$ cat src/verilog/periph_map_pkg.sv
package periph_map_pkg;

    // Peripheral address, offset into the 2 KB peripheral window
    typedef logic [10:0] periph_addr_t;

    localparam int N_USER_SLOTS   = 24;
    localparam int N_SIMPLE_SLOTS = 16;
    localparam int N_PINS         = 8;

    // Slot indices and one-hot selects
    typedef logic [4:0]  user_slot_t;
    typedef logic [3:0]  simple_slot_t;
    typedef logic [23:0] user_onehot_t;
    typedef logic [15:0] simple_onehot_t;

    // Byte offset inside one user slot
    typedef logic [5:0] local_ofs_t;

    // Pin function select
    // Bit 4 picks the simple space, bit 5 is the high bit of a user slot
    typedef logic [5:0] func_sel_t;

    // Fixed slot assignments
    localparam user_slot_t SLOT_GPIO = 5'd1;
    localparam user_slot_t SLOT_UART = 5'd2;

    // GPIO register offsets
    localparam local_ofs_t GPIO_OUT_OFS   = 6'h00;
    localparam local_ofs_t GPIO_IN_OFS    = 6'h04;
    localparam local_ofs_t GPIO_FSEL_BASE = 6'h20;

    // Result of the address decode
    typedef struct packed {
        logic         is_simple;
        user_slot_t   user_slot;
        simple_slot_t simple_slot;
        local_ofs_t   offset;
    } periph_sel_t;

endpackage
$ cat src/verilog/bus_pkg.sv
package bus_pkg;

    // Core data bus widths
    typedef logic [31:0] word_t;
    typedef logic [7:0]  byte_t;

    // Access size, active low; both bits high means no access
    typedef logic [1:0] access_n_t;

    localparam access_n_t ACCESS_BYTE = 2'b00;
    localparam access_n_t ACCESS_HALF = 2'b01;
    localparam access_n_t ACCESS_WORD = 2'b10;
    localparam access_n_t ACCESS_NONE = 2'b11;

    // One request from the core to the peripheral space
    typedef struct packed {
        periph_map_pkg::periph_addr_t addr;
        word_t                        wdata;
        access_n_t                    write_n;
        access_n_t                    read_n;
    } bus_req_t;

endpackage

$ cat src/verilog/peripheral_fabric.sv
module peripheral_fabric (
    input  logic                                                 clk,
    input  logic                                                 rst_n,

    // Core side
    input  bus_pkg::bus_req_t                                    i_req,
    input  bus_pkg::byte_t                                       i_ui_in,
    input  logic                                                 i_read_complete,
    output bus_pkg::word_t                                       o_data_out,
    output logic                                                 o_data_ready,

    // External slots
    input  bus_pkg::word_t [periph_map_pkg::N_USER_SLOTS-1:0]    i_user_data,
    input  logic [periph_map_pkg::N_USER_SLOTS-1:0]              i_user_ready,
    input  bus_pkg::byte_t [periph_map_pkg::N_SIMPLE_SLOTS-1:0]  i_simple_data,
    input  bus_pkg::byte_t [periph_map_pkg::N_USER_SLOTS-1:0]    i_user_uo,
    input  bus_pkg::byte_t [periph_map_pkg::N_SIMPLE_SLOTS-1:0]  i_simple_uo,
    output periph_map_pkg::user_onehot_t                         o_user_sel,
    output periph_map_pkg::simple_onehot_t                       o_simple_write,
    output bus_pkg::access_n_t                                   o_peri_read_n,

    // Output pins
    output bus_pkg::byte_t                                       o_uo_out
);
    import bus_pkg::*;
    import periph_map_pkg::*;

    periph_sel_t                 sel;
    user_onehot_t                user_sel;
    logic                        gpio_write;

    word_t                       gpio_rdata;
    byte_t                       gpio_out;
    func_sel_t [N_PINS-1:0]      func_sel;

    // Slot arrays with the internal slots filled in
    word_t [N_USER_SLOTS-1:0]    user_data;
    logic  [N_USER_SLOTS-1:0]    user_ready;
    byte_t [N_USER_SLOTS-1:0]    user_uo;

    periph_addr_decode u_decode (
        .i_req          (i_req),
        .o_sel          (sel),
        .o_user_sel     (user_sel),
        .o_simple_write (o_simple_write)
    );

    assign o_user_sel = user_sel;

    // GPIO block sits in user slot 1
    assign gpio_write = user_sel[SLOT_GPIO] && (i_req.write_n != ACCESS_NONE);

    gpio_regs u_gpio (
        .clk        (clk),
        .rst_n      (rst_n),
        .i_sel      (sel),
        .i_write    (gpio_write),
        .i_wdata    (i_req.wdata[7:0]),
        .i_ui_in    (i_ui_in),
        .o_rdata    (gpio_rdata),
        .o_gpio_out (gpio_out),
        .o_func_sel (func_sel)
    );

    always_comb begin
        user_data  = i_user_data;
        user_ready = i_user_ready;
        user_uo    = i_user_uo;

        // Slot 0 is empty
        user_data[0]  = '0;
        user_ready[0] = 1'b0;
        user_uo[0]    = '0;

        // GPIO answers at once
        user_data[SLOT_GPIO]  = gpio_rdata;
        user_ready[SLOT_GPIO] = 1'b1;
        user_uo[SLOT_GPIO]    = gpio_out;
    end

    pin_out_mux u_pin_mux (
        .i_func_sel  (func_sel),
        .i_user_uo   (user_uo),
        .i_simple_uo (i_simple_uo),
        .o_uo_out    (o_uo_out)
    );

    read_data_capture u_capture (
        .clk             (clk),
        .rst_n           (rst_n),
        .i_sel           (sel),
        .i_read_n        (i_req.read_n),
        .i_write_n       (i_req.write_n),
        .i_user_data     (user_data),
        .i_user_ready    (user_ready),
        .i_simple_data   (i_simple_data),
        .i_read_complete (i_read_complete),
        .o_peri_read_n   (o_peri_read_n),
        .o_data_out      (o_data_out),
        .o_data_ready    (o_data_ready)
    );

endmodule

$ cat src/verilog/read_data_capture.sv
module read_data_capture (
    input  logic                                                 clk,
    input  logic                                                 rst_n,
    input  periph_map_pkg::periph_sel_t                          i_sel,
    input  bus_pkg::access_n_t                                   i_read_n,
    input  bus_pkg::access_n_t                                   i_write_n,
    input  bus_pkg::word_t [periph_map_pkg::N_USER_SLOTS-1:0]    i_user_data,
    input  logic [periph_map_pkg::N_USER_SLOTS-1:0]              i_user_ready,
    input  bus_pkg::byte_t [periph_map_pkg::N_SIMPLE_SLOTS-1:0]  i_simple_data,
    input  logic                                                 i_read_complete,
    output bus_pkg::access_n_t                                   o_peri_read_n,
    output bus_pkg::word_t                                       o_data_out,
    output logic                                                 o_data_ready
);
    import bus_pkg::*;
    import periph_map_pkg::*;

    word_t peri_data;
    logic  peri_ready;
    logic  read_req;
    logic  capture;
    word_t data_q;
    logic  hold_q;
    logic  ready_q;

    // Data and ready of the addressed slot
    always_comb begin
        if (i_sel.is_simple) begin
            peri_data  = word_t'(i_simple_data[i_sel.simple_slot]);
            peri_ready = 1'b1;
        end else begin
            peri_data  = i_user_data[i_sel.user_slot];
            peri_ready = i_user_ready[i_sel.user_slot];
        end
    end

    assign read_req = (i_read_n != ACCESS_NONE);
    assign capture  = read_req && peri_ready && (!hold_q || i_read_complete);

    always_ff @(posedge clk) begin
        if (!rst_n) begin
            hold_q  <= 1'b0;
            ready_q <= 1'b0;
        end else begin
            if (i_read_complete) begin
                hold_q <= 1'b0;
            end
            // A new capture wins over the release in the same cycle
            if (capture) begin
                hold_q <= 1'b1;
            end
            ready_q <= read_req && peri_ready;
        end
    end

    always_ff @(posedge clk) begin
        if (capture) begin
            data_q <= peri_data;
        end
    end

    // No repeat read towards the slot while the result is on the bus
    assign o_peri_read_n = ready_q ? ACCESS_NONE : i_read_n;

    assign o_data_out   = data_q;
    assign o_data_ready = ready_q || (i_write_n != ACCESS_NONE);

endmodule

$ cat src/verilog/pin_out_mux.sv
module pin_out_mux (
    input  periph_map_pkg::func_sel_t [periph_map_pkg::N_PINS-1:0]    i_func_sel,
    input  bus_pkg::byte_t [periph_map_pkg::N_USER_SLOTS-1:0]         i_user_uo,
    input  bus_pkg::byte_t [periph_map_pkg::N_SIMPLE_SLOTS-1:0]       i_simple_uo,
    output bus_pkg::byte_t                                            o_uo_out
);
    import bus_pkg::*;
    import periph_map_pkg::*;

    for (genvar p = 0; p < N_PINS; p++) begin : g_pin
        user_slot_t   user_idx;
        simple_slot_t simple_idx;

        assign user_idx   = {i_func_sel[p][5], i_func_sel[p][3:0]};
        assign simple_idx = i_func_sel[p][3:0];

        // Each pin takes its own bit of the chosen slot's output byte
        always_comb begin
            o_uo_out[p] = 1'b0;
            if (i_func_sel[p][4]) begin
                o_uo_out[p] = i_simple_uo[simple_idx][p];
            end else if (user_idx < user_slot_t'(N_USER_SLOTS)) begin
                o_uo_out[p] = i_user_uo[user_idx][p];
            end
        end
    end

endmodule

$ cat src/verilog/gpio_regs.sv
module gpio_regs (
    input  logic                        clk,
    input  logic                        rst_n,
    input  periph_map_pkg::periph_sel_t i_sel,
    input  logic                        i_write,
    input  bus_pkg::byte_t              i_wdata,
    input  bus_pkg::byte_t              i_ui_in,
    output bus_pkg::word_t              o_rdata,
    output bus_pkg::byte_t              o_gpio_out,
    output periph_map_pkg::func_sel_t [periph_map_pkg::N_PINS-1:0] o_func_sel
);
    import bus_pkg::*;
    import periph_map_pkg::*;

    // Pins driven by the UART after reset
    localparam int UART_PINS = 2;

    byte_t                   gpio_out;
    func_sel_t [N_PINS-1:0]  func_sel;
    logic                    fsel_hit;
    logic [2:0]              fsel_idx;

    // Select words at 0x20, 0x24 .. 0x3c, one per pin
    assign fsel_hit = ((i_sel.offset & 6'h23) == GPIO_FSEL_BASE);
    assign fsel_idx = i_sel.offset[4:2];

    always_ff @(posedge clk) begin
        if (!rst_n) begin
            gpio_out <= '0;
        end else if (i_write && (i_sel.offset == GPIO_OUT_OFS)) begin
            gpio_out <= i_wdata;
        end
    end

    always_ff @(posedge clk) begin
        if (!rst_n) begin
            for (int p = 0; p < N_PINS; p++) begin
                if (p < UART_PINS) begin
                    func_sel[p] <= func_sel_t'(SLOT_UART);
                end else begin
                    func_sel[p] <= func_sel_t'(SLOT_GPIO);
                end
            end
        end else if (i_write && fsel_hit) begin
            func_sel[fsel_idx] <= i_wdata[5:0];
        end
    end

    // Readback, zero outside the defined offsets
    always_comb begin
        o_rdata = '0;
        if (i_sel.offset == GPIO_OUT_OFS) begin
            o_rdata = word_t'(gpio_out);
        end else if (i_sel.offset == GPIO_IN_OFS) begin
            o_rdata = word_t'(i_ui_in);
        end else if (fsel_hit) begin
            o_rdata = word_t'(func_sel[fsel_idx]);
        end
    end

    assign o_gpio_out = gpio_out;
    assign o_func_sel = func_sel;

endmodule

$ cat src/verilog/periph_addr_decode.sv
module periph_addr_decode (
    input  bus_pkg::bus_req_t              i_req,
    output periph_map_pkg::periph_sel_t    o_sel,
    output periph_map_pkg::user_onehot_t   o_user_sel,
    output periph_map_pkg::simple_onehot_t o_simple_write
);
    import bus_pkg::*;
    import periph_map_pkg::*;

    periph_addr_t addr;
    logic         write_req;

    assign addr      = i_req.addr;
    assign write_req = (i_req.write_n != ACCESS_NONE);

    // Map the address onto a slot
    always_comb begin
        o_sel        = '0;
        o_sel.offset = addr[5:0];

        if (addr[10:9] == 2'b10) begin
            // Simple space, 16 bytes per slot
            o_sel.is_simple   = 1'b1;
            o_sel.simple_slot = addr[7:4];
        end else if (addr[10]) begin
            // Upper user slots 16..23
            o_sel.user_slot = {2'b10, addr[8:6]};
        end else begin
            o_sel.user_slot = {1'b0, addr[9:6]};
        end
    end

    // One-hot selects for the slots
    always_comb begin
        o_user_sel     = '0;
        o_simple_write = '0;

        if (o_sel.is_simple) begin
            // Simple slots only see a write strobe
            o_simple_write[o_sel.simple_slot] = write_req;
        end else begin
            o_user_sel[o_sel.user_slot] = 1'b1;
        end
    end

endmodule

$ cat config.mk
export PLATFORM = sky130hd
export DESIGN_NAME = peripheral_fabric
export DESIGN_NICKNAME = d
export VERILOG_FILES = /design/src/verilog/periph_map_pkg.sv /design/src/verilog/bus_pkg.sv /design/src/verilog/peripheral_fabric.sv /design/src/verilog/read_data_capture.sv /design/src/verilog/pin_out_mux.sv /design/src/verilog/gpio_regs.sv /design/src/verilog/periph_addr_decode.sv
export SDC_FILE = /design/constraint.sdc
export NUM_CORES = 1
export LEC_CHECK = 0
export BUFFER_PORTS_ARGS = -buffer_cell sky130_fd_sc_hd__buf_2
export CAP_MARGIN = 20
export CORE_AREA = 4 4 533 535
export CTS_CLUSTER_SIZE = 10
export DETAILED_ROUTE_END_ITERATION = 12
export DIE_AREA = 0 0 537 539
export GPL_ROUTABILITY_DRIVEN = 0
export GPL_TIMING_DRIVEN = 0
export HOLD_SLACK_MARGIN = 0.1
export SYNTH_ARGS = -nofsm -noshare
export SYNTH_HDL_FRONTEND = slang
export SYNTH_SLANG_ARGS = --single-unit
$ cat constraint.sdc
create_clock -name clk -period 10.9 [get_ports clk]
set_input_delay 2.18 -clock clk [delete_from_list [all_inputs] [get_ports clk]]
set_output_delay 2.18 -clock clk [all_outputs]
set_load 0.02 [all_outputs]
* Yosys cells after proc, flatten, opt, wreduce, memory -nomap -nowiden
Index checks and enable logic that the tools add are counted.
** Cells by class
- $add $sub $neg :: 0
- Multiply operators :: 0
- Divide/modulo/power cells :: 0
- $lt $le $gt $ge :: 30
- Eq/ne operators :: 5
- Shift operators :: 0
- Multiplexer cells :: 77
- Bitwise operators :: 1
- Reduce and logical (&&, ||, !) cells :: 13
** Operators by type and width (number)
- 8-bit binary-select mux with 5-bit select :: 8
- 8-bit binary-select mux with 4-bit select :: 9
- 32-bit binary-select mux with 5-bit select :: 1
- 32-bit two-way mux :: 3
- 5-bit by 6-bit < comparator with 1-bit output (second input constant) :: 9
- 48-bit bitwise mux :: 1
- 4-bit by 5-bit < comparator with 1-bit output (second input constant) :: 9
- 5-bit < comparator (second input constant) :: 8
- 8-bit two-way mux :: 4
- 6-bit two-way mux :: 5
- 1-bit two-way mux :: 25
- 24-bit two-way mux :: 1
- 5-bit two-way mux :: 4
- 6-bit binary-select mux with 3-bit select :: 1
- 6-bit demux with 3-bit select :: 1
- 16-bit bitwise AND :: 1
- 16-bit two-way mux :: 1
- 7-bit two-way mux :: 2
- 4-bit two-way mux :: 3
- 1-bit logical AND :: 8
- 6-bit by 3-bit == test with 1-bit output (second input constant) :: 1
- 6-bit zero test :: 1
- 2-bit two-way mux :: 3
- 3-bit two-way mux :: 2
- 13 further kinds :: 15
** Storage, ports and cells
- Bits in registers :: 90
- Latch bits :: 0
- Bits in writable memories :: 0
- Memory bits (read-only) :: 0
- Input bits :: 1298
- Output and inout bits :: 83
- Word-level logic and storage cells :: 139
- Memories kept :: 0

* Logic depth before layout (Yosys ltp)
- Depth in word-level cells :: 9
- Mapped depth :: 11
- Gate-level depth less buffers :: 6

* By module
From an unflattened synthesis, not the netlist that was laid out.
** Second synthesis, totals
- Cell total of the unflattened synthesis :: 1419
- Area, all modules :: 15075.7 um2
** By module, submodules not included
- read_data_capture :: instances 1, cells each 730, area an instance 8484.4 um2, seq. area each 1001.0 um2
- gpio_regs :: instances 1, cells each 366, area an instance 3225.6 um2, seq. area each 1121.1 um2
- pin_out_mux :: instances 1, cells each 241, area an instance 2901.5 um2, seq. area each 0.0 um2
- periph_addr_decode :: instances 1, cells each 79, area an instance 445.4 um2, seq. area each 0.0 um2
- peripheral_fabric :: instances 1, cells each 3, area an instance 18.8 um2, seq. area each 0.0 um2

* Least setup slack after synthesis
No wires, ideal clock.
- Path kind :: in2out
- Start point :: input i_req[46] in the netlist's numbering
- End point :: output o_simple_write[12]
- Arrival :: 3.810 ns
- Required time :: 8.720 ns
- Slack :: 4.910 ns
- Cell stages on the path :: 9
- Path buffers :: 6
- Cell sequence :: buf_4 and2b_1 buf_6 buf_6 buf_4 buf_2 buf_2 nand3_1 nor3_1
** On the way
- Longest elaborated chain between the ends :: 8
- Elaborated cells between the ends (all ways) :: 10
- Those cells by class :: 2 x order compare; 1 x eq/ne; 5 x mux; 1 x bitwise; 1 x reduce/logical
** Ends and longest elaborated chain
- start, declared :: RTL line peripheral_fabric.sv:6 : input bus_pkg::bus_req_t i_req,
- 2-bit == test * :: RTL line periph_addr_decode.sv:21 : if (addr[10:9] == 2'b10) begin
- 4-bit two-way mux :: RTL line periph_addr_decode.sv:21
- 4-bit by 5-bit < comparator with 1-bit output (implied by the code) / 4-bit by 1-bit greater-or-equal comparator with 1-bit output (equally long branches) :: RTL line periph_addr_decode.sv:40 : o_simple_write[o_sel.simple_slot] = write_req;
- 1-bit logical AND (implied by the code) :: RTL line periph_addr_decode.sv:40
- 1-bit two-way mux (implied by the code) :: RTL line periph_addr_decode.sv:40
- 1-bit demux with 4-bit select
- 16-bit bitwise AND (no line)
- 16-bit two-way mux * :: RTL line periph_addr_decode.sv:38 : if (o_sel.is_simple) begin
- end, declared :: RTL line peripheral_fabric.sv:19 : output periph_map_pkg::simple_onehot_t o_simple_write,
Mark *: on every way between the ends. The rest lies on a longest branch, timed or not.

* Worst setup path in the final report
- Start point :: input i_req[46] in the netlist's numbering
- End point :: output o_simple_write[8]
Same word-level chain as after synthesis.

==> results.md <==
- Outcome: finished clean
- Root buffer cell: clkbuf_16
- Initial Util: 4.96%
- CP max FO: 11
- TNS Setup: 0 ns
- Max Buffers Root-to-Sink: 2
- Initial antenna violation count: 303
- Reg-to-reg slack, setup: around 7.2 ns
- Die area: between 200000 and 300000 um2
- Final ANT Viol Nets: 0
- H-Tree Depth: 3
- Synth top area share: 15.6%
- Layout net count: 4307
- Vias/cell: 3.46
- Async set-reset flop share out of synthesis: 0%
- Area Overhead vs Synth: 91.5%
- First-pass GRT wire length: 318000 um
- P_leak: 10.5 nW
- Post-route cell area: 26500 um2
- Mux cell area share after synthesis: 31.6%
- Max-slew headroom: 5.13%
- Slew Viols, Final: 0
- Fin Clk Skew: around 0.032 ns
- Clk sinks: 90
- Filler cell count: approximately 33k
- Seq/Total Area, Yosys: 15.4%
- Synthesis Warnings: 0
- Crit path capture type: output port
- FF/Latch Area: between 2000 and 2500 um2
- Layout cells sized above 1: 55.0%
- Cts-stage hold buffer count: 0
- WP data required: 8.72 ns
- Netlist Area Pre-Place: around 14000 um2
- Chip height: 539 um
- Worst setup path end: o_simple_write[8]
- Pwr dens: 69.7 nW/um2
- Number of synthesized register bits: 90
- Setup bufs post-CTS: 0
- Synth Flop Type: dfxtp_1
- CP startpoint kind: input port
- Post-synth EDFFs: 32
- WL/cell: 40.0 um
- First-pass DRT Iterations: 8
- Critical Path AT: 6.82 ns
- Clock Latency Late Sink: between 0.4 and 0.5 ns
- Compound-Gate Fraction of Synth Area: 31.4%
- Commonest cells after routing, fill and taps aside: buf_2, a21oi_1, nor2_1
- Synth Area in XOR/XNOR: 0%
- IO Port Bufs: 1265
- I/O pin cnt: 1381
- Post-Synth Simple-Gate Area: 14.6%
- Vias in the first global route: roughly 23k
- Tot GR Track Use: between 10% and 20%
- WS Path Type: input port to output port
- Hold crit path type: flip-flop to flip-flop
- Synth cell types: 69
- Launch point of the worst reg-to-reg path: u_gpio.o_func_sel[8]
- Total Wirelength: 276000 um
- RSZ-0062 raised after global routing: no
- Critical path launch point: i_req[46]
- Hold Fails Final Rpt: 0
- Area contributors post-synth: mux4_2, mux2i_1, dfxtp_1
- Mapped Nets: 2979
- GRT overflow: 0
- Most common cell after layout, fill and taps aside: buf_2
- Placed Area: 25700 um2
- Cell taking the most area after synthesis: mux4_2
- Register-to-Register Path Depth: 6
- Setup violators final: 0
- Final min period: 9.00 ns
- MaxCap Viol Count: 0
- Cells after Synth: 1681
- Fmax: between 100 and 150 MHz
- Reg clk slew, reported paths: 0.09 ns
- CTS tree: done
- DR vias: 23.9k
- Syn Area/Cell: 8.22 um2
- R2R Path End: u_capture.o_data_out[2]
- Worst VDD drop: about 0.07 mV
- Drc violations: 0
- Worst slew pin tran: 1.42 ns
- Synth Area in Adders: 0%
- Final Power: 0.00184 W
- Rows: 194
- CTS buffer count: 9
- Dpl hpwl: approximately 240000 um
- Main combinational cell family by area after synthesis: multiplexers
- Largest net degree at the start of global routing: 19
- Area occupied by multi-input gates: 10800 um2
- First-iteration detailed-routing DRC count: 2047
- Width of the die: around 540 um
- Core ar.: around 280000 um2
- CTS resizes: 0
- Tcrit/Tclk final: 82.6%
-- worst min path at each step --
stage	start	to	slack, ns	cells past startpoint
floorplan	u_capture.hold_q	u_capture.hold_q	0.45	2
global placement	u_gpio.o_func_sel[22]	u_gpio.o_func_sel[22]	0.50	2
detailed placement	u_gpio.o_func_sel[16]	u_gpio.o_func_sel[16]	0.51	2
CTS	u_gpio.o_func_sel[16]	u_gpio.o_func_sel[16]	0.52	2
global route	u_gpio.o_func_sel[40]	u_gpio.o_func_sel[40]	0.54	2
finish	u_gpio.o_func_sel[16]	u_gpio.o_func_sel[16]	0.53	2
-- cells by family (layout without fill, tap and decap cells) --
group,count (synthesis),in the layout
multiplexers,307,307
flip-flops,90,90
buffers and inverters,204,1537
AO/OA/AOI/OAI,661,661
other,0,170
AND/OR/NAND/NOR,419,419
-- worst max-delay path: stages --
cell,delay (ns)
buf_2,0.09
buf_4,0.23
and2b_1,0.17
buf_6,0.21
buf_6,0.33
buf_4,0.45
buf_2,0.66
buf_2,0.85
nand3_1,0.95
nor3_1,0.40
buf_2,0.23
-- state kept, by name, indices dropped and copies added (netlist names) --
| signal | count |
|---|---|
| u_capture.hold_q | 1 |
| u_capture.o_data_out | 32 |
| u_capture.ready_q | 1 |
| u_gpio.o_func_sel | 48 |
| u_gpio.o_gpio_out | 8 |
-- layer usage --
metal | vias up | wire (um) | GRT usage, % | part of all wire (%)
li1 | 9617 | - | - | -
met4 | 106 | 22900 | 12.7 | 8.3
met2 | 2068 | 130000 | 30.7 | 47
met3 | 793 | 29100 | 7.17 | 11
met5 | - | 713 | 0 | 0.26
met1 | 11300 | 93400 | 18.0 | 34
-- metrics by stage --
stage / util (%) / worst slack [ns] / hold slack [ns] / cells
after global routing: 9.44 / 1.90 / 0.545 / 6845
after floorplan: - / 4.91 / 0.447 / 1681
after detailed placement: 9.21 / 1.78 / 0.506 / 6719
after CTS: 9.33 / 1.79 / 0.519 / 6735
after global placement: 8.90 / 0.519 / 0.499 / 6670
final: 9.49 / 1.90 / 0.528 / 6908
-- where the power goes --
part	internal [W]	total (W)	switching, W	leakage (nW)
Clock	0.000186	0.000414	0.000229	0.154
Combinational	0.000360	0.00105	0.000694	9.56
Sequential	0.000371	0.000376	0.00000468	0.778
-- cell type report --
cell class	instances	area share, %
antenna	170	1.61
buffer	189	3.60
clock buffer	9	0.851
clock inverter	7	0.354
inverter	15	0.213
multi-input combinational	1387	40.8
sequential	90	8.02
tap	3724	17.6
timing repair buffer	1317	27.0
-- cells in the mapped netlist (all sizes together) (25+ instances only) --
master	count
mux2	68
o21ai	150
mux4	96
o221ai	63
a21oi	188
mux2i	143
edfxtp	32
nor3	25
clkbuf	76
buf	113
a221o	30
nor2	168
dfxtp	58
o22ai	62
nand2	98
a221oi	55
Power figures use the tool's default switching activity.
